[src/design/fetch_consts.svh]
`ifndef FETCH_CONSTS_SVH
`define FETCH_CONSTS_SVH

// width of an instruction word address
`define ADDR_W 16

// width of an external memory byte address
`define MEM_ADDR_W 28

// width of one instruction word
`define INS_W 64

// words per cache segment
`define ISA_DEPTH 64

// words in the whole program image of two segments
`define TOTAL_ISA_DEPTH 128

// entries in the return address stack
`define STACK_DEPTH 4

`endif

[src/design/fetch_pkg.sv]
`include "fetch_consts.svh"

package fetch_pkg;

    typedef logic [`ADDR_W-1:0]     ins_addr_t;     // instruction word address
    typedef logic [`MEM_ADDR_W-1:0] mem_addr_t;     // external memory byte address
    typedef logic [`INS_W-1:0]      ins_word_t;
    typedef logic [9:0]             seg_count_t;    // segments held by the cache

    typedef enum logic [2:0]
    {
        START,
        CNT_ADDR,
        LOAD_JMP_ADDR,
        LOAD_RET_ADDR,
        LOAD_RET_END
    } pc_state_t;

    typedef enum logic [1:0]
    {
        FILL_REQ,
        FILL_WAIT,
        FILL_DONE
    } fill_state_t;

endpackage

[src/design/ret_addr_stack.sv]
`timescale 1ns/1ps
`include "fetch_consts.svh"

module ret_addr_stack
(
    input  logic                  clk,
    input  logic                  rst,
    input  logic                  push,
    input  fetch_pkg::ins_addr_t  push_addr,
    input  logic                  pop,
    output fetch_pkg::ins_addr_t  ret_addr,
    output logic                  ret_addr_rdy
);

    localparam int IDX_W = $clog2(`STACK_DEPTH);

    fetch_pkg::ins_addr_t  stack_mem [0:`STACK_DEPTH-1];

    logic [IDX_W:0]        level;           // number of saved addresses
    logic [IDX_W-1:0]      top_idx;
    logic                  full;
    logic                  push_ok;
    logic                  pop_ok;

    assign full         = (level == (IDX_W+1)'(`STACK_DEPTH));
    assign ret_addr_rdy = (level != '0);
    assign push_ok      = push & ~full;     // pushes onto a full stack are lost
    assign pop_ok       = pop & ret_addr_rdy;
    assign top_idx      = level[IDX_W-1:0] - 1'b1;
    assign ret_addr     = stack_mem[top_idx];

    // push and pop together replace the top entry
    always_ff @(posedge clk)
    begin
        if (push_ok && !pop_ok)
        begin
            stack_mem[level[IDX_W-1:0]] <= push_addr;
        end
        else if (push && pop_ok)
        begin
            stack_mem[top_idx] <= push_addr;
        end
    end

    always_ff @(posedge clk or negedge rst)
    begin
        if (!rst)
        begin
            level <= '0;
        end
        else
        begin
            if (push_ok && !pop_ok)
            begin
                level <= level + 1'b1;
            end
            else if (pop_ok && !push)
            begin
                level <= level - 1'b1;
            end
        end
    end

endmodule

[config.mk]
export PLATFORM = sky130hd
export DESIGN_NAME = ret_addr_stack
export DESIGN_NICKNAME = d
export VERILOG_FILES = /design/src/design/fetch_pkg.sv /design/src/design/ret_addr_stack.sv
export VERILOG_INCLUDE_DIRS = /design/src /design/src/design
export SDC_FILE = /design/constraint.sdc
export NUM_CORES = 1
export LEC_CHECK = 0
export ABC_AREA = 1
export BUFFER_PORTS_ARGS = -buffer_cell sky130_fd_sc_hd__buf_2
export CORE_UTILIZATION = 39
export DETAILED_ROUTE_END_ITERATION = 7
export GPL_ROUTABILITY_DRIVEN = 0
export GPL_TIMING_DRIVEN = 0
export PLACE_DENSITY = 0.67
export SLEW_MARGIN = 0
export SYNTH_ARGS = -nofsm -noshare
export SYNTH_HDL_FRONTEND = slang
export SYNTH_SLANG_ARGS = --single-unit
export TNS_END_PERCENT = 100
[constraint.sdc]
create_clock -name clk -period 7.1 [get_ports clk]
set_clock_uncertainty 0.2 [all_clocks]
set_input_delay 1.065 -clock clk [delete_from_list [all_inputs] [get_ports clk]]
set_output_delay 1.065 -clock clk [all_outputs]
set_load 0.01 [all_outputs]
==> impl_summary.txt, run 1 <==
----------------------------------------------------
[Critical path]
  WP data arrival ... between 2 and 3 ns
  Endpoint of the worst register-to-register path ... stack_mem[2][0]
  Reg2reg path depth ... 7
  Kind of launch point of the worst setup path ... flop
  Worst reg2reg path startpoint ... level[0]
  Worst Setup End Kind ... primary output
  Critical path start-end classification ... reg2out
  Required time of the critical path ... between 5 and 6 ns
  Critical path origin ... level[0]
  Crit Path Max Fanout ... 10
  Worst R2R Setup Slack ... between 4 and 5 ns
  End point of the critical path ... ret_addr[5]

[Layout]
  Layout overhead on the synthesized area ... 18.0%
  Final instance area ... ~0.0031 mm^2
  Share of cells above drive strength 1 ... between 30% and 40%
  Number of nets at the end of the flow ... around 270
  Count of inserted antenna diode cells ... 0
  Area used by multi-input combinational logic ... a little under 600 um^2
  Sequential cell area in the final layout ... 0.00200 mm^2
  Fill cell count ... 567

[GRT]
  GRT Util Overall ... about 16%
  Initial antenna violation count ... 0
  Global-route congestion overflow total ... 0
  First-pass GRT wire length ... between 8000 and 9000 um
  Pin count of the biggest net entering global routing ... 17
  Vias in the first global route ... 1690

[Status]
  Status ... finished, violations left
  Violations in the final reports ... design-rule violations

[Pwr]
  NetSw ... 0.000614 W
  Static leakage ... 1.15 nW
  Fraction of power spent switching nets ... between 40 and 50%
  Total power per unit cell area ... a little under 500 mW/mm^2
  VDD IR-drop max ... approximately 0.19 mV
  Combinational cell fraction of total power ... between 40% and 50%
  Proportion of power drawn by flip-flops and latches ... between 30 and 40%
  Clock power share ... about a fifth
  Internal power summed over all cells ... approximately 0.0009 W

[Timing]
  Final setup viols ... 0
  Post-Route Setup TNS ... 0 ns
  Transition time at the pin with the least slew margin ... 0.942 ns
  Slew HR ... between 30% and 40%
  Count of final hold-check violations ... 0
  Unrepaired setup endpoints after global routing ... no
  Pins Over Slew Limit ... 0
  Final worst path period share ... 53.6%
  Maximum clock rate ... ~0.26 GHz
  Post-layout minimum cycle time ... roughly 3.8 ns

[Synthesis]
  Number of synthesized register bits ... 67
  Syn Inst Count ... 196
  Synthesized net count ... around 220
  Synth Warn # ... 0
  Register area share after synthesis ... 75.3%
  Post-synthesis average cell area ... around 14 um^2
  Number of library cell types mapped by synthesis ... 21
  Post-synthesis cell area ... roughly 0.0027 mm^2

[Clock network]
  Total number of clock tree sinks ... between 60 and 70
  Setup repair bufs after CTS ... 0
  CTS tree ... built
  # hold bufs at CTS ... 0
  Resize count post-CTS ... 0
  Number of CTS-inserted buffers ... 9
  Clk Latency, worst-skew pair ... 0.33 ns
  Clock Tree Root ... clkbuf_8
  Clock slew at the register clock pins of the worst setup and hold paths ... 0.07 ns
  Total number of H-tree levels ... 3
  Worst-case clock buffer depth ... 2

[Detailed routing]
  Aggregate routed wire length ... 5480 um
  Drc violations ... 1
  WL/cell ... 16.8 um
  Vias after detailed routing ... between 1500 and 2000
  Number of nets with antenna violations after detailed routing ... 0
  Length of the first detailed-routing pass in iterations ... 7
  Drt first-iter violations ... 111
  Avg Vias per Cell ... approximately 5.2

[Die]
  Vertical die dimension ... about 84 um
  Starting utilization of the core area ... 41.1%
  Std-Cell Rows ... 29
  Top-level I/O count ... 37
  X dimension of the die ... 84.5 um
  Die area ... just over 0.007 mm^2
  Std-Cell Core Area ... 0.00646 mm^2

[Placement]
  Detailed-placement wirelength estimate ... ~3400 um
  Cell Area, Placed ... 0.00295 mm^2
  I/O Buffers ... 36

[Min path]
  Worst min path class ... in2async

[Run]
  Number of maximum-capacitance violations ... 0

----------------------------------------------------
synth_stat cells (all sizes together):
library cell,n,area [um^2]
nor2,36,135
ha,1,12.5
nand3,5,42.5
clkbuf,1,5.00
a21oi,1,8.76
o21ai,35,175
nand2,18,82.6
o22ai,16,100
edfxtp,64,1920
dfrtp,3,75.1
buf,8,45.0
fa,1,20.0
inv,6,22.5
nand4,1,6.26
how the worst min path moves through the flow:
stage | from | to | slack [ns]
floorplan | level[2] | level[2] | 0.30
global placement | level[2] | level[2] | 0.32
detailed placement | level[2] | level[2] | 0.34
CTS | rst | level[0] | 0.31
global route | rst | level[0] | 0.30
finish | rst | level[0] | 0.31
area by class of cell:
cell class / count / area share [%]
plain buffers: 9 / 1.60
clock buffers: 9 / 3.96
clock inverters: 7 / 1.64
inverters: 6 / 0.720
multi-input cells: 114 / 19.0
flip-flops and latches: 67 / 63.8
well taps: 77 / 3.08
repair buffers: 37 / 6.24
logic make-up after synthesis:
logic type	after synthesis	share of synthesized area [%]
compound gates	52	10.7
fa+ha+maj	2	1.23
buf+inv	15	2.74
flops	67	75.3
simple gates	60	10.0
cells in the final DEF, fill, tap and decap left out, types with 2 or more instances in the layout:
| cell | netlist | final |
|---|---|---|
| nor2_1 | 36 | 32 |
| inv_2 | 3 | 3 |
| inv_1 | 3 | 3 |
| clkbuf_8 | 0 | 9 |
| buf_4 | 2 | 2 |
| inv_6 | 0 | 2 |
| nand2_2 | 3 | 3 |
| clkinv_2 | 0 | 2 |
| o21ai_1 | 3 | 3 |
| edfxtp_1 | 64 | 64 |
| o21ai_0 | 32 | 32 |
| nor2_2 | 0 | 4 |
| dfrtp_1 | 3 | 3 |
| o22ai_1 | 16 | 16 |
| clkinvlp_4 | 0 | 2 |
| nand3_1 | 3 | 3 |
| nand2_1 | 14 | 14 |
| buf_2 | 6 | 42 |
state kept, by name, indices dropped and copies added (netlist names):
signal	cells
level	3
stack_mem	64
per-stage QoR:
stage                     power (W)  hold slack, ns  instances  worst slack [ns]  util (%)
after floorplan            0.000983           0.298        196              4.19         -
after global placement      0.00122           0.324        309              3.64      45.4
after detailed placement    0.00125           0.336        310              3.66      45.7
after CTS                   0.00153           0.309        326              3.30      48.5
after global routing        0.00162           0.302        326              3.12      48.5
final                       0.00151           0.314        326              3.30      48.5
worst max-delay path: stages, from the launching register on:
cell     delay (ns)
dfrtp_1        0.38
buf_2          0.21
inv_2          0.10
buf_4          0.20
ha_1           0.43
inv_2          0.18
buf_2          0.26
o21ai_0        0.13
o22ai_1        0.15
buf_2          0.16
power by group through the flow:
stage / Sequential (W) / Clock, W / Combinational (W)
floorplan: 0.000565 / 0 / 0.000418
global placement: 0.000571 / 0 / 0.000652
detailed placement: 0.000571 / 0 / 0.000675
CTS: 0.000563 / 0.000284 / 0.000678
global route: 0.000570 / 0.000301 / 0.000748
finish: 0.000562 / 0.000281 / 0.000667
routing by layer:
layer	wire length (um)	part of all wire [%]	up-vias	GRT usage, %
met5	0	0	-	0
met4	85	1.6	0	7.24
met3	375	6.8	7	4.23
met2	2780	51	55	27.6
met1	2240	41	822	20.1
li1	-	-	819	-
Note: power is estimated with default switching activity, not from simulation.
==> run 2, diff against run 1 <==
--- a/config.mk
+++ b/config.mk
@@ -12,7 +12,7 @@
 export DETAILED_ROUTE_END_ITERATION = 7
 export GPL_ROUTABILITY_DRIVEN = 0
 export GPL_TIMING_DRIVEN = 0
-export PLACE_DENSITY = 0.67
+export PLACE_DENSITY = 0.69
 export SLEW_MARGIN = 0
 export SYNTH_ARGS = -nofsm -noshare
 export SYNTH_HDL_FRONTEND = slang
==> constraint.sdc (replaced) <==
create_clock -name clk -period 3.21 [get_ports clk]
set_clock_uncertainty 0.2 [all_clocks]
set_input_delay 0.4815 -clock clk [delete_from_list [all_inputs] [get_ports clk]]
set_output_delay 0.4815 -clock clk [all_outputs]
set_load 0.01 [all_outputs]
==> impl_summary.txt, run 2 (synthesized netlist as in run 1, its figures left out) <==
----------------------------------------------------
[Critical path]
  Critical path start-end classification ... reg2out
  WP data arrival ... 2.36 ns (-0.18 ns)
  List of cells traversed by the critical path ... buf_2 > inv_2 > buf_6 > ha_2 > clkbuf_4 > o21ai_0 > o22ai_1 > buf_2
  Worst Setup End Kind ... primary output
  Kind of launch point of the worst setup path ... flop
  Number of buffers and inverters on the critical path ... 5 (-1)
  Required time of the critical path ... 2.53 ns (-3.30 ns)
  Slowest CP cell ... ha_2
  Crit Path Max Fanout ... 10 (unchanged)
  Cell with the most instances on the worst path ... buf_2
  CP top delay family ... buffers and inverters
  Crit-path max cell delay ... 0.44 ns (about the same)

[Pwr]
  PnR Total Power ... 0.00350 W (+130%)
  Combinational cell fraction of total power ... 43.3% (-0.9 points)
  VDD IR-drop max ... 0.391 mV (+110%)
  Proportion of power drawn by flip-flops and latches ... 35.6% (-1.6 points)
  Clock power share ... 21.1% (+2.5 points)
  Total power per unit cell area ... 1100 mW/mm^2 (+130%)
  Fraction of power spent switching nets ... 38.2% (-2.4 points)
  Static leakage ... 1.17 nW (+2.1%)
  Internal power summed over all cells ... 0.00216 W (+140%)
  NetSw ... 0.00134 W (+120%)

[Detailed routing]
  Length of the first detailed-routing pass in iterations ... 6 (-1)
  Avg Vias per Cell ... 5.13 (-1.9%)
  Vias after detailed routing ... 1676 (-1.6%)
  Drc violations ... 6 (+5)
  Drt first-iter violations ... 116 (+4.5%)
  Aggregate routed wire length ... 5450 um (-0.69%)
  WL/cell ... 16.7 um (-1.0%)
  Number of nets with antenna violations after detailed routing ... 0 (unchanged)

[Clock network]
  Setup repair bufs after CTS ... 0 (unchanged)
  Total number of clock tree sinks ... 67 (unchanged)
  Clock slew at the register clock pins of the worst setup and hold paths ... 0.07 ns (about the same)
  Total number of H-tree levels ... 3 (unchanged)
  Clock Tree Root ... clkbuf_8
  Number of CTS-inserted buffers ... 9 (unchanged)
  Clk Latency, worst-skew pair ... 0.33 ns (about the same)
  CTS tree ... built
  Worst-case clock buffer depth ... 2 (unchanged)

[Timing]
  Transition time at the pin with the least slew margin ... 0.938 ns (-0.00452 ns)
  Count of final hold-check violations ... 0 (unchanged)
  Post-route setup slack ... 0.170 ns (-3.13 ns)
  Final worst path period share ... between 90% and 100%
  Final setup viols ... 0 (unchanged)
  Maximum clock rate ... ~0.33 GHz
  Post-layout minimum cycle time ... between 3 and 4 ns
  Unrepaired setup endpoints after global routing ... no
  Pins Over Slew Limit ... 0 (unchanged)
  Slew HR ... 37.4% (+0.30 points)

[GRT]
  First-pass GRT wire length ... 8590 um (+1.5%)
  Pin count of the biggest net entering global routing ... 17 (unchanged)
  Global-route congestion overflow total ... 0 (unchanged)
  Initial antenna violation count ... 0 (unchanged)
  GRT Util Overall ... 16.6% (+0.19 points)
  Vias in the first global route ... 1643 (-2.8%)

[Placement]
  Setup WS pre-CTS ... 0.152 ns (-3.51 ns)
  I/O Buffers ... 36 (unchanged)
  Total placed cells including tap cells ... 310 (unchanged)
  Detailed-placement wirelength estimate ... 3350 um (-0.90%)

[Die]
  Vertical die dimension ... 84.5 um (unchanged)
  X dimension of the die ... 84.5 um (unchanged)
  Starting utilization of the core area ... 41.1% (unchanged)
  Std-Cell Rows ... 29 (unchanged)
  Top-level I/O count ... 37 (unchanged)
  Die area ... 0.00714 mm^2 (unchanged)
  Std-Cell Core Area ... 0.00646 mm^2 (unchanged)

[Layout]
  Leading cell type in the layout, fill and taps excluded ... edfxtp_1
  Most frequent cells in the layout ... edfxtp_1 (64), buf_2 (40), nor2_1 (32), o21ai_0 (32), o22ai_1 (16)
  Layout overhead on the synthesized area ... 20.1%
  Largest register FFs ... 64 (unchanged)
  Largest register by flop count ... stack_mem
  Fill cell count ... 561 (-1.1%)
  Sequential cell area in the final layout ... 0.00200 mm^2 (unchanged)
  Count of inserted antenna diode cells ... 0 (unchanged)
  Area used by multi-input combinational logic ... 596 um^2 (+0.42%)
  Number of nets at the end of the flow ... 267 (+0.38%)
  Regs by FF count ... stack_mem (64), level (3)
  Share of cells above drive strength 1 ... 29.6% (-0.92 points)
  Final std cells w/o fill ... 327 (+0.31%)

[Run]
  Number of maximum-capacitance violations ... 0 (unchanged)

[Status]
  Status ... finished, violations left
  Violations in the final reports ... design-rule violations

[Min path]
  Worst min path class ... in2reg

----------------------------------------------------
run 2: cell count changes in the layout (fill, tap and decap cells not counted), moves of 2 or more:
cell and delta:
buf_2 -2, bufinv_16 +2, clkbuf_1 +2, clkbuf_4 +2, clkinvlp_4 -2, inv_6 -2
run 2: per-stage QoR:
stage	hold slack [ns]	util (%)	cell area, um^2	TNS [ns]
global placement	0.0785	45.4	2930	-11.79
floorplan	-0.0141	-	2650	0
finish	0.156	49.3	3190	0
global route	0.150	49.3	3190	0
detailed placement	0.0838	45.7	2950	0
CTS	0.141	49.2	3180	0
run 2: what timing repair did:
action,CTS,global route
gates cloned,0,0
setup endpoints to repair,3,10
hold buffers,1,0
gates resized for setup,1,4
hold endpoints to repair,3,0
run 2: per-layer routing:
layer / up-vias / track usage [%] / wire length (um)
li1: 821 / - / -
met1: 800 / 20.8 / 2380
met5: - / 0 / 0
met3: 8 / 3.54 / 314
met4: 0 / 8.78 / 90
met2: 47 / 27.2 / 2660
run 2: final cells by class:
cell class / instances / area share (%)
well taps: 77 / 3.02
inverters: 6 / 0.785
plain buffers: 9 / 1.85
repair buffers: 38 / 6.44
clock inverters: 5 / 2.43
clock buffers: 11 / 4.12
flip-flops and latches: 67 / 62.7
multi-input cells: 114 / 18.7
run 2: worst register-to-register path: cells and delay by family (launching register included):
| family | cells | cell delay [ns] |
|---|---|---|
| compound gates | 1 | 0.18 |
| buf+inv | 4 | 0.63 |
| simple gates | 1 | 0.74 |
| flops | 1 | 0.40 |
| fa+ha+maj | 1 | 0.36 |
run 2: final timing paths:
check                              from               end  slack (ns)  cells past startpoint
min reg2reg                    level[2]          level[2]        0.35                      2
max in group asynchronous           rst          level[0]        2.43                      2
min                        push_addr[8]   stack_mem[3][8]        0.16                      1
min in group asynchronous           rst          level[2]        0.27                      2
max reg2reg                    level[0]  stack_mem[2][14]        0.32                      7
max                            level[0]      ret_addr[11]        0.17                      8
run 2: power groups by stage:
stage               Sequential [W]  Clock, W  Combinational [W]
CTS                        0.00125  0.000751            0.00151
floorplan                  0.00125         0           0.000924
detailed placement         0.00126         0            0.00150
global placement           0.00126         0            0.00145
finish                     0.00124  0.000738            0.00152
global route               0.00126  0.000793            0.00167
