$ cat src/design/fetch_consts.svh
`ifndef FETCH_CONSTS_SVH
`define FETCH_CONSTS_SVH

// width of an instruction word address
`define ADDR_W 16

// width of an external memory byte address
`define MEM_ADDR_W 28

// width of one instruction word
`define INS_W 64

// words per cache segment
`define ISA_DEPTH 64

// words in the whole program image of two segments
`define TOTAL_ISA_DEPTH 128

// entries in the return address stack
`define STACK_DEPTH 4

`endif

$ cat src/design/fetch_pkg.sv
`include "fetch_consts.svh"

package fetch_pkg;

    typedef logic [`ADDR_W-1:0]     ins_addr_t;     // instruction word address
    typedef logic [`MEM_ADDR_W-1:0] mem_addr_t;     // external memory byte address
    typedef logic [`INS_W-1:0]      ins_word_t;
    typedef logic [9:0]             seg_count_t;    // segments held by the cache

    typedef enum logic [2:0]
    {
        START,
        CNT_ADDR,
        LOAD_JMP_ADDR,
        LOAD_RET_ADDR,
        LOAD_RET_END
    } pc_state_t;

    typedef enum logic [1:0]
    {
        FILL_REQ,
        FILL_WAIT,
        FILL_DONE
    } fill_state_t;

endpackage

$ cat src/design/program_counter.sv
`timescale 1ns/1ps
`include "fetch_consts.svh"

module program_counter
(
    input  logic                   clk,
    input  logic                   rst,
    input  logic                   irq,
    input  fetch_pkg::mem_addr_t   irq_addr,
    input  logic                   ret_valid,
    input  logic                   ins_ready,
    input  fetch_pkg::ins_addr_t   ret_addr,
    input  logic                   ret_addr_rdy,
    input  fetch_pkg::seg_count_t  load_times,
    output fetch_pkg::ins_addr_t   addr_ins,
    output logic                   ins_valid,
    output logic                   push,
    output fetch_pkg::ins_addr_t   push_addr,
    output logic                   pop
);

    fetch_pkg::pc_state_t  state;
    fetch_pkg::pc_state_t  state_next;

    logic                  irq_pend;        // interrupt seen but not yet taken
    fetch_pkg::mem_addr_t  jmp_byte_addr;
    fetch_pkg::ins_addr_t  jmp_word_addr;
    logic                  ret_valid_q;
    logic                  ret_fall;
    fetch_pkg::ins_addr_t  loaded_words;
    logic                  xfer;

    assign jmp_word_addr = fetch_pkg::ins_addr_t'(jmp_byte_addr >> 3);  // byte to word address
    assign ret_fall      = ret_valid_q & ~ret_valid;
    assign loaded_words  = fetch_pkg::ins_addr_t'(load_times)
                         * fetch_pkg::ins_addr_t'(`ISA_DEPTH);

    // only words the cache has already filled are offered
    assign ins_valid = (state == fetch_pkg::CNT_ADDR)
                     && (addr_ins < fetch_pkg::ins_addr_t'(`TOTAL_ISA_DEPTH))
                     && (addr_ins < loaded_words);
    assign xfer      = ins_valid & ins_ready;

    assign push      = (state == fetch_pkg::LOAD_JMP_ADDR);
    assign push_addr = addr_ins;                            // first word not yet issued
    assign pop       = (state == fetch_pkg::LOAD_RET_END);

    always_ff @(posedge clk or negedge rst)
    begin
        if (!rst)
        begin
            irq_pend    <= 1'b0;
            ret_valid_q <= 1'b0;
        end
        else
        begin
            ret_valid_q <= ret_valid;
            if (irq)
            begin
                irq_pend <= 1'b1;
            end
            else if (state == fetch_pkg::LOAD_JMP_ADDR)
            begin
                irq_pend <= 1'b0;
            end
        end
    end

    // jump target is kept until the jump state consumes it
    always_ff @(posedge clk)
    begin
        if (irq)
        begin
            jmp_byte_addr <= irq_addr;
        end
    end

    always_ff @(posedge clk or negedge rst)
    begin
        if (!rst)
        begin
            state <= fetch_pkg::START;
        end
        else
        begin
            state <= state_next;
        end
    end

    always_comb
    begin
        case (state)
            fetch_pkg::START:
            begin
                state_next = fetch_pkg::CNT_ADDR;
            end
            fetch_pkg::CNT_ADDR:
            begin
                if (irq || irq_pend)
                begin
                    state_next = fetch_pkg::LOAD_JMP_ADDR;     // interrupt wins over return
                end
                else if (ret_valid)
                begin
                    state_next = fetch_pkg::LOAD_RET_ADDR;
                end
                else
                begin
                    state_next = fetch_pkg::CNT_ADDR;
                end
            end
            fetch_pkg::LOAD_RET_ADDR:
            begin
                if (ret_fall)
                begin
                    state_next = fetch_pkg::LOAD_RET_END;
                end
                else
                begin
                    state_next = fetch_pkg::LOAD_RET_ADDR;
                end
            end
            default:
            begin
                state_next = fetch_pkg::CNT_ADDR;              // jump and return end last one cycle
            end
        endcase
    end

    always_ff @(posedge clk or negedge rst)
    begin
        if (!rst)
        begin
            addr_ins <= '0;
        end
        else
        begin
            case (state)
                fetch_pkg::CNT_ADDR:
                begin
                    if (xfer)
                    begin
                        addr_ins <= addr_ins + 1'b1;
                    end
                end
                fetch_pkg::LOAD_JMP_ADDR:
                begin
                    addr_ins <= jmp_word_addr;
                end
                fetch_pkg::LOAD_RET_ADDR:
                begin
                    if (ret_addr_rdy)
                    begin
                        addr_ins <= ret_addr;               // an empty stack keeps the address
                    end
                end
                default:
                begin
                    addr_ins <= addr_ins;
                end
            endcase
        end
    end

endmodule

$ cat config.mk
export PLATFORM = sky130hd
export DESIGN_NAME = program_counter
export DESIGN_NICKNAME = d
export VERILOG_FILES = /design/src/design/fetch_pkg.sv /design/src/design/program_counter.sv
export VERILOG_INCLUDE_DIRS = /design/src /design/src/design
export SDC_FILE = /design/constraint.sdc
export NUM_CORES = 1
export LEC_CHECK = 0
export ABC_AREA = 1
export BUFFER_PORTS_ARGS = -buffer_cell sky130_fd_sc_hd__clkbuf_2
export CORE_MARGIN = 8
export CORE_UTILIZATION = 43
export CTS_BUF_LIST = sky130_fd_sc_hd__clkbuf_4 sky130_fd_sc_hd__clkbuf_8
export DETAILED_ROUTE_END_ITERATION = 6
export GPL_TIMING_DRIVEN = 1
export PLACE_DENSITY = 0.81
export SLEW_MARGIN = 25
export SYNTH_ARGS = -nofsm -noshare
export SYNTH_HDL_FRONTEND = slang
export SYNTH_SLANG_ARGS = --single-unit
$ cat constraint.sdc
create_clock -name clk -period 1.6 [get_ports clk]
set_input_delay 0 -clock clk [delete_from_list [all_inputs] [get_ports clk]]
set_output_delay 0 -clock clk [all_outputs]
set_load 0.01 [all_outputs]
==> impl_results.md, run 1 <==
- Crit Path Class: register to register
- Inserted Clock Buffers: 5
- Worst Tran Pin Value: roughly 0.55 ns
- Critical Path RT: 1.82 ns
- Power Dens Cells: 1750 nW/um^2
- DRT Pass-1 Iters: 4
- Ys Warns: 0
- VDD IR max: 0.794 mV
- I/O Pins: 95
- Max-slew violation count: 0
- Wire length per cell: 14.2 um
- GR Util met2: 0.285
- First-pass GRT wire length: 11.4 mm
- Hold Fails Final Rpt: 0
- Grt met3 use: 0.0723
- Number of I/O port buffers: 82
- Clk slew on worst S/H paths: 0.07 ns
- Vias/cell: 4.90
- Data arrival, critical path: 1.84 ns
- Seq cells post-synth: 37
- Max Fclk: 616 MHz
- Mapped Area: 2360 sq um
- Failing checks: setup timing
- Syn Inst Count: 302
- CP max stage cell: dfrtp_1
- RePlAce Congestion: 0.897
- Worst rel slew slack: 0.635
- GR peak layer: met2
- Top cell type by total area after synthesis: dfrtp_1
- Fin Clk Skew: 0.00139 ns
- Post-Syn Nets: 372
- Fill cells: ~460
- Static Leak: 1.68 nW
- Via count: 2,368
- Syn Area/Cell: 7.81 sq um
- H-tree lvl count: 2
- Fin Hold WS: 0.0733 ns
- Post-DP HPWL: 5.11 mm
- Worst setup SP type: register
- DRT iter0 DRCs: between 150 and 200
- Number of global-route vias before repair: 2,484
- Critical-path cell list: buf_4, nand3_1, inv_1, nand2_1, o21ai_0, nand2_1, o21ai_1, nand3_2, nand2_1
- Area share of the largest cell type after synthesis: 0.223
- Unique masters post-synth: 28
- Core area: 5410 sq um
- Longest Clk Path Bufs: 2
- Max cap viols: 0
- Post-Route WL: 6.87 mm
- Starting density of the core: 0.437
- Most common cell after layout, fill and taps aside: nand2_1
- Synth top area cells: dfrtp_1 22%, edfxtp_1 20%, nand2_1 15%, buf_4 5.7%, nand3_1 5.7%
- Buffers plus inverters on the worst setup path: 2
- Routed Antenna Nets: 0
- Clock net sink count: 37
- RSZ-0062 raised after global routing: yes
- Grt ovf: 0
- Area grow syn2layout: 39.3%
- N_diodes: 0
- Die span in x: 90.1 um
- Root Driver: clkbuf_8
- Design Area, Final: approximately 3300 sq um
- Layout cell share with drive strength beyond 1: 0.336
- Largest net degree at the start of global routing: 22
- Setup WS post-layout: -0.0233 ns
- Routing usage on met1: 0.185
- Crit end category: register
- Die H: 90.1 um
- Placed cell areas: 2930 sq um
- CTS tree: yes
- Drt drc: 0
- Die ar.: 8110 sq um
- Post-route minimum period: 1.62 ns
- Nets: 480
- CP max FO: 5
- Crit-path most repeated cell: nand2_1
- Most frequent cells in the layout: 95 x nand2_1, 81 x clkbuf_2, 29 x inv_1
- DP Worst Slack: -0.0459 ns
- Post-route setup TNS: -0.0320 ns
- Tot GR Track Use: 0.168
- Critical path's top delay family: simple AND/OR/NAND/NOR gates
- Status: complete, but fails checks
- HP Class: input pin to register
- Worst path max stage delay: 0.37 ns
- Antenna violations before repair: 0
- Seq/Total Area, Yosys: 0.426
- Tcrit/Tclk final: 1.01
- # rows: 27
- Clock latency at the later pin of the worst-skew pair: approximately 0.28 ns
- Setup violators final: 2
## metrics by stage
stage          total power, mW  instances   util
2_1_floorplan             3.63        302      -
3_3_place_gp              4.62        455  0.541
3_5_place_dp              4.71        455  0.541
4_1_cts                   5.72        483  0.606
5_1_grt                   6.23        483  0.608
6_report                  5.74        483  0.608
## path summary, 6_finish.rpt
| kind | from | endpoint | slack (ns) | cells past startpoint |
|---|---|---|---|---|
| min reg2reg | ret_valid_q | state[2] | 0.53 | 2 |
| min in group asynchronous | rst | ret_valid_q | 0.25 | 2 |
| max | addr_ins[0] | addr_ins[9] | -0.02 | 9 |
| min | ret_addr[1] | addr_ins[1] | 0.07 | 5 |
| max in group asynchronous | rst | addr_ins[13] | 0.95 | 2 |
| max reg2reg | addr_ins[0] | addr_ins[9] | -0.02 | 9 |
## worst reg2reg max path: cells and delay by family (launching register included)
family	cells	cell delay, ns
AND/OR/NAND/NOR	5	0.52
AO/OA/AOI/OAI	2	0.38
flip-flops	1	0.37
buffers and inverters	2	0.27
## state kept, by name, indices dropped and copies added (netlist names)
name	count
addr_ins	16
irq_pend	1
jmp_byte_addr	16
ret_valid_q	1
state	3
## kinds of logic (layout without fill, tap and decap cells)
group / after synthesis / count (layout) / share of synthesized area
AOI/OAI and AO/OA: 31 / 31 / 0.0843
xor gates and xnor gates: 5 / 5 / 0.0186
adders and majority gates: 10 / 10 / 0.0530
buffers and inverters: 54 / 163 / 0.119
DFF: 37 / 37 / 0.426
and+or+nand+nor: 165 / 165 / 0.299
## cell type report
cell class                      count  area (sq um)  area share
Clock buffer                        6          82.6      0.0251
Inverter                           32           120      0.0365
Tap cell                           72          90.1      0.0274
Timing Repair Buffer              123           805       0.245
Multi-Input combinational cell    211          1140       0.347
Clock inverter                      2          37.5      0.0114
Sequential cell                    37          1010       0.308
## Yosys cell counts (all sizes together)
cell / instances
a21oi: 5
nand2: 99
o31ai: 1
nand4: 2
inv: 32
and3: 1
ha: 10
nand3: 28
nor2: 31
o211ai: 1
dfrtp: 21
buf: 21
xnor2: 2
a22oi: 14
xor2: 3
nor3: 4
edfxtp: 16
clkbuf: 1
o21ai: 10
## power breakdown
part           internal [mW]  switching [mW]
sequential              1.27           0.239
combinational           1.44            1.96
clock                  0.507           0.328
## timing repair
item,CTS,global route
buffers inserted,2,0
hold buffers,18,0
endpoints found under the hold margin,40,0
resized for setup,5,5
setup endpoints to repair,18,17
pin swaps,5,1
## metal layers
| metal | routed length [um] | share of wire |
|---|---|---|
| met1 | 2720 | 0.40 |
| met2 | 3280 | 0.48 |
| met3 | 788 | 0.11 |
| met4 | 80 | 0.012 |
| met5 | 0 | 0 |
No activity file was read; power rests on OpenSTA's default activity.
==> inputs of run 2 (changes only) <==
- ABC_AREA: 1 -> 0
- PLACE_DENSITY: 0.81 -> 0.8
- clock period: 1.6 -> 1.7 ns (I/O delays scaled with it)
==> impl_results.md, run 2 <==
- First-pass GRT wire length: 10.1 mm (was 11.4 mm)
- Count leader, synth: dfrtp_1 (was nand2_1)
- Post-Syn Nets: 270 (was 372)
- Design Area, Final: 3200 sq um (was 3290 sq um)
- Grt ovf: 0 (unchanged)
- Drt drc: 0 (unchanged)
- Root Driver: clkbuf_8 (unchanged)
- Post-DP HPWL: 4.62 mm (was 5.11 mm)
- Die H: 86.8 um (was 90.1 um)
- Data arrival, critical path: 1.96 ns (was 1.84 ns)
- Core area: 4790 sq um (was 5410 sq um)
- Top cell type by total area after synthesis: dfrtp_1 (unchanged)
- Number of global-route vias before repair: 2,118 (was 2,484)
- Max-slew violation count: 0 (unchanged)
- Worst reg2reg startpoint: addr_ins[15] (was addr_ins[0])
- Max Fclk: slightly above 500 MHz
- Tot GR Track Use: 0.168 (about the same)
- Final core utilization: 0.668 (was 0.608)
- Setup violators final: 17 (was 2)
- DRT iter0 DRCs: 41 (was 199)
- Fin cells: 386 (was 483)
- Nets: 388 (was 480)
- VDD IR max: 0.847 mV (was 0.794 mV)
- Synth top cells by count: 21 x dfrtp_1, 16 x buf_4, 16 x edfxtp_1 (was 97 x nand2_1, 29 x inv_1, 28 x nor2_1)
- CTS tree: yes (unchanged)
- Fill cells: 373 (was 458)
- Primary FF master, synth: dfrtp_1 (unchanged)
- Synth top area cells: dfrtp_1 24%, edfxtp_1 22%, ha_1 5.8%, buf_4 5.6%, mux2i_1 5.1% (was dfrtp_1 22%, edfxtp_1 20%, nand2_1 15%, buf_4 5.7%, nand3_1 5.7%)
- Static Leak: 1.54 nW (was 1.68 nW)
- Most common cell after layout, fill and taps aside: clkbuf_2 (was nand2_1)
- Vias/cell: 5.19 (was 4.90)
- RePlAce Congestion: 0.872 (was 0.897)
- HP Class: input pin to register (unchanged)
- Max cap viols: 0 (unchanged)
- Footprint of the multi-input gates: 1090 sq um (was 1140 sq um)
- Register area: 1010 sq um (unchanged)
- Async set-reset flop share out of synthesis: 0.568 (unchanged)
- Antenna violations before repair: 0 (unchanged)
- Hold Startpoint: ret_addr[11] (was ret_addr[1])
- Critical Path RT: 1.70 ns (was 1.82 ns)
- Via count: 2,003 (was 2,368)
- Longest Clk Path Bufs: 2 (unchanged)
- Tcrit/Tclk final: 1.15
- Area grow syn2layout: 48.2% (was 39.3%)
- Failing checks: setup timing (unchanged)
- Hold Fails Final Rpt: 0 (unchanged)
- Worst Tran Pin Value: 0.541 ns (was 0.548 ns)
- RSZ-0062 raised after global routing: yes (unchanged)
- DRT Pass-1 Iters: 4 (unchanged)
- CP max FO: 2 (was 5)
- Syn Area/Cell: 10.8 sq um (was 7.81 sq um)
- Number of I/O port buffers: 82 (unchanged)
- Clock net sink count: 37 (unchanged)
- Area share of the largest cell type after synthesis: 0.243 (was 0.223)
- Unique masters post-synth: 43 (was 28)
- N_diodes: 0 (unchanged)
- Post-synth EDFFs: 16 (unchanged)
- Placed cell areas: 2780 sq um (was 2930 sq um)
- Fin Clk Skew: 0.00373 ns (was 0.00139 ns)
- Most frequent cells in the layout: 82 x clkbuf_2, 31 x buf_4, 18 x dlygate4sd3_1 (was 95 x nand2_1, 81 x clkbuf_2, 29 x inv_1)
- Mapped Area: 2160 sq um (was 2360 sq um)
- I/O Pins: 95 (unchanged)
- Biggest regs: addr_ins (16), jmp_byte_addr (16), state (3) (unchanged)
- Clock latency at the later pin of the worst-skew pair: 0.29 ns (was 0.28 ns)
- Origin of the worst setup path: addr_ins[15] (was addr_ins[0])
- Worst rel slew slack: 0.639 (was 0.635)
- Routed Antenna Nets: 0 (unchanged)
- Seq cells post-synth: 37 (unchanged)
- DP Cell Count: 357 (was 455)
- Clk slew on worst S/H paths: 0.07 ns (about the same)
- Die span in x: 86.8 um (was 90.1 um)
- Largest net degree at the start of global routing: 24 (was 22)
- Post-Route WL: 6.20 mm (was 6.87 mm)
- Die ar.: 7540 sq um (was 8110 sq um)
- Crit Path Class: register to output port (was register to register)
- Ys Warns: 0 (unchanged)
- Layout cell share with drive strength beyond 1: 0.492 (was 0.336)
- Syn Inst Count: 200 (was 302)
- Starting density of the core: 0.451 (was 0.437)
- Power Dens Cells: 1600 nW/um^2 (was 1750 nW/um^2)
- Crit end category: output port (was register)
- H-tree lvl count: 2 (unchanged)
- Wire length per cell: 16.1 um (was 14.2 um)
- # rows: 25 (was 27)
- Status: complete, but fails checks (unchanged)
- Inserted Clock Buffers: 5 (unchanged)
- Worst setup SP type: register (unchanged)
- Post-route minimum period: 1.96 ns
- Setup WS post-layout: -0.256 ns (was -0.0233 ns)
- Seq/Total Area, Yosys: 0.466 (was 0.426)
run 2: worst max-delay path, cell delays in order (launching register included):
cell and delay, ns:
dfrtp_2 0.43, ha_4 0.17, nor4_4 0.26, nand4_1 0.19, a31oi_4 0.23, buf_4 0.14
o21a_1 0.12, clkbuf_2 0.13
run 2: power breakdown:
group | total, mW | switching, mW | internal, mW
Combinational | 2.92 | 1.48 | 1.44
Sequential | 1.41 | 0.229 | 1.18
Clock | 0.788 | 0.311 | 0.477
run 2: path summary, 6_finish.rpt:
check | depth (start not counted) | slack [ns] | to
setup / recovery | 7 | -0.26 | ins_valid
hold / removal | 4 | 0.14 | addr_ins[11]
setup reg to reg | 7 | -0.25 | addr_ins[14]
hold reg to reg | 2 | 0.52 | irq_pend
max in group asynchronous | 2 | 1.09 | addr_ins[15]
min in group asynchronous | 2 | 0.21 | ret_valid_q
run 2: metrics by stage:
| step | TNS, ns | power [mW] | hold WS (ns) | setup WS (ns) |
|---|---|---|---|---|
| final | -3.51 | 5.12 | 0.136 | -0.256 |
| after global routing | -4.81 | 5.46 | 0.167 | -0.342 |
| after CTS | -3.09 | 5.06 | 0.133 | -0.236 |
| after detailed placement | -3.00 | 4.07 | 0.00247 | -0.293 |
| after global placement | -1.85 | 4.00 | 0.00614 | -0.184 |
| after floorplan | -2.60 | 3.13 | -0.296 | -0.227 |
run 2: layout make-up:
cell class,count,share of cell area
inverter,13,0.0153
tap,67,0.0262
clock inverter,2,0.0117
sequential,37,0.317
multi-input combinational,128,0.340
timing repair buffer,133,0.264
clock buffer,6,0.0258
run 2: routing by layer:
metal,GRT usage,vias to the layer above,part of all wire
met5,0,-,0
met2,0.282,100,0.47
li1,-,966,-
met1,0.192,928,0.40
met4,0.0501,0,0.013
met3,0.0671,9,0.11
run 2: kinds of logic after synthesis:
kind of cell | after synthesis | share of synthesized area
flops | 37 | 0.466
buf+inv | 36 | 0.0951
fa+ha+maj | 10 | 0.0580
mux | 18 | 0.0910
compound gates | 51 | 0.176
simple gates | 48 | 0.114
run 2: timing repair:
action                                  in CTS  in global routing
pin swaps                                    9                  7
hold endpoints to repair                    40                  0
hold buffers                                18                  0
buffers inserted                             1                  1
endpoints found under the setup margin      17                 17
resized for setup                           14                  5
cloned                                       1                  0
==> inputs of run 3 (changes only) <==
- CORE_ASPECT_RATIO: not set -> 0.9
- clock period: 1.7 -> 2.5 ns (I/O delays scaled with it)
==> impl_results.md, run 3 (synthesis results as in run 2) <==
- Starting density of the core: 0.446 (was 0.451)
- I/O Pins: 95 (unchanged)
- N_diodes: 0 (unchanged)
- Worst path max stage delay: 0.44 ns (was 0.43 ns)
- CP Capture Point: addr_ins[1] (was ins_valid)
- HP Class: input pin to register (unchanged)
- RSZ-0062 raised after global routing: no (was yes)
- Root Driver: clkbuf_8 (unchanged)
- Worst r2r path cells: 7 (unchanged)
- Die ar.: 7550 sq um (was 7540 sq um)
- Worst setup SP type: register (unchanged)
- First-pass GRT wire length: 9.62 mm (was 10.1 mm)
- Clk slew on worst S/H paths: 0.08 ns (was 0.07 ns)
- Routed Antenna Nets: 0 (unchanged)
- Layout cell share with drive strength beyond 1: 0.374 (was 0.492)
- R2R Setup Slk: 0.22 ns (was -0.25 ns)
- Fin Hold WS: 0.108 ns (was 0.136 ns)
- Max cap viols: 0 (unchanged)
- Vias/cell: 5.24 (was 5.19)
- Int Pwr: 1.80 mW (was 3.09 mW)
- Post-route setup TNS: 0 ns (was -3.51 ns)
- Post-CTS Setup Bufs: 0 (was 1)
- Max-slew violation count: 0 (unchanged)
- Via count: 1,880 (was 2,003)
- Antenna violations before repair: 0 (unchanged)
- Setup violators final: 0 (was 17)
- Psw: 1.23 mW (was 2.02 mW)
- Clock network power share: 0.166 (was 0.154)
- Crit Path Class: register to register (was register to output port)
- Nets: 363 (was 388)
- Clock net sink count: 37 (unchanged)
- Most common cell after layout, fill and taps aside: clkbuf_2 (unchanged)
- Fin cells: 359 (was 386)
- Status: complete, no violations (was complete, but fails checks)
- CP max stage cell: dfrtp_1 (was dfrtp_2)
- Worst Tran Pin Value: 0.679 ns (was 0.541 ns)
- Die H: 83.2 um (was 86.8 um)
- DRT Pass-1 Iters: 4 (unchanged)
- Largest net degree at the start of global routing: 24 (unchanged)
- Drt drc: 0 (unchanged)
- Tot GR Track Use: 0.156 (was 0.168)
- Clock latency at the later pin of the worst-skew pair: 0.29 ns (about the same)
- Critical Path RT: 2.68 ns (was 1.70 ns)
- Overall Power: 3.03 mW (was 5.12 mW)
- Fin Clk Skew: 0.0107 ns (was 0.00373 ns)
- Number of I/O port buffers: 82 (unchanged)
- Power Dens Cells: 1060 nW/um^2 (was 1600 nW/um^2)
- Hold Startpoint: ret_addr[14] (was ret_addr[11])
- Origin of the worst setup path: addr_ins[15] (unchanged)
- Switching power share of the total: 0.406 (was 0.395)
- Die span in x: 90.7 um (was 86.8 um)
- Hold Fails Final Rpt: 0 (unchanged)
- Number of global-route vias before repair: 1,921 (was 2,118)
- Logic gate share of total power: 0.512 (was 0.570)
- Worst reg2reg startpoint: addr_ins[15] (unchanged)
- Post-DP HPWL: 4.37 mm (was 4.62 mm)
- CP max FO: 16 (was 2)
- Max Fclk: 439 MHz
- Longest Clk Path Bufs: 2 (unchanged)
- Post-route minimum period: 2.28 ns
- Reg-to-reg endpoint: addr_ins[1] (was addr_ins[14])
- Data arrival, critical path: 2.46 ns (was 1.96 ns)
- DP Cell Count: 333 (was 357)
- Worst Hold Path Cells: 4 (unchanged)
- Static Leak: 1.39 nW (was 1.54 nW)
- Tcrit/Tclk final: 0.910
- H-tree lvl count: 2 (unchanged)
- Most frequent cells in the layout: 82 x clkbuf_2, 21 x dfrtp_1, 18 x dlygate4sd3_1 (was 82 x clkbuf_2, 31 x buf_4, 18 x dlygate4sd3_1)
- Area grow syn2layout: 32.1% (was 48.2%)
- CTS tree: yes (unchanged)
- Worst rel slew slack: 0.546 (was 0.639)
- Core area: 4830 sq um (was 4790 sq um)
- # rows: 24 (was 25)
- Inserted Clock Buffers: 5 (unchanged)
- Critical-path cell list: ha_1, a211oi_1, nand4_1, a31oi_2, o211ai_4, nand2_4, mux2_4 (was ha_4, nor4_4, nand4_1, a31oi_4, buf_4, o21a_1, clkbuf_2)
- Grt ovf: 0 (unchanged)
- Post-Route WL: 5.83 mm (was 6.20 mm)
- Wire length per cell: 16.2 um (was 16.1 um)
- Reg power frac: 0.322 (was 0.276)
- DRT iter0 DRCs: 134 (was 41)
- VDD IR max: 0.522 mV (was 0.847 mV)
- RePlAce Congestion: 0.825 (was 0.872)
- Crit end category: register (was output port)
- Biggest regs: addr_ins (16), jmp_byte_addr (16), state (3) (unchanged)
==> run 3: cell types whose count changed in the layout (fill, tap and decap cells not counted), sizes merged <==
cell    before  now
buf         33    9
clkbuf      88   87
clkinv       0    1
nand2       14   13
==> run 3: final cells by class <==
| class | count | area, sq um |
|---|---|---|
| Clock buffer | 5 | 68.8 |
| Clock inverter | 3 | 41.3 |
| Fill cell | 410 | 1980 |
| Inverter | 13 | 48.8 |
| Multi-Input combinational cell | 127 | 947 |
| Sequential cell | 37 | 1010 |
| Tap cell | 65 | 81.3 |
| Timing Repair Buffer | 109 | 658 |
==> run 3: timing repair <==
action,in CTS,in global routing
endpoints found under the hold margin,40,0
resized for setup,0,0
hold buffers,18,0
==> run 3: per-layer routing <==
metal,routed length (um),up-vias,global-route usage,part of all wire
li1,-,917,-,-
met1,2500,875,0.181,0.43
met2,2810,79,0.260,0.48
met3,450,9,0.0576,0.077
met4,75,0,0.0514,0.013
met5,0,-,0,0
==> run 3: worst min path at each step <==
stage | to
floorplan | addr_ins[0]
global placement | addr_ins[0]
finish | addr_ins[14]
detailed placement | state[1]
CTS | addr_ins[14]
global route | addr_ins[14]
==> run 3: power groups by stage <==
stage / Clock [mW] / Sequential (mW) / Combinational (mW)
floorplan: 0 / 1.03 / 1.06
global placement: 0 / 0.979 / 1.50
detailed placement: 0 / 0.991 / 1.53
CTS: 0.514 / 0.978 / 1.56
global route: 0.533 / 1.01 / 1.70
finish: 0.504 / 0.977 / 1.55
==> run 3: worst max-delay path: cells and delay by family (launching register included) <==
family / cells / cell delay (ns)
compound gates: 3 / 0.70
fa+ha+maj: 1 / 0.35
mux: 1 / 0.32
flops: 1 / 0.44
simple gates: 2 / 0.35
==> run 3: per-stage QoR <==
| step | setup slack [ns] | instance area, sq um | util |
|---|---|---|---|
| global route | 0.129 | 2850 | 0.590 |
| global placement | 0.303 | 2560 | 0.530 |
| finish | 0.224 | 2850 | 0.590 |
| detailed placement | 0.259 | 2560 | 0.530 |
| CTS | 0.239 | 2850 | 0.590 |
| floorplan | 0.474 | 2160 | - |
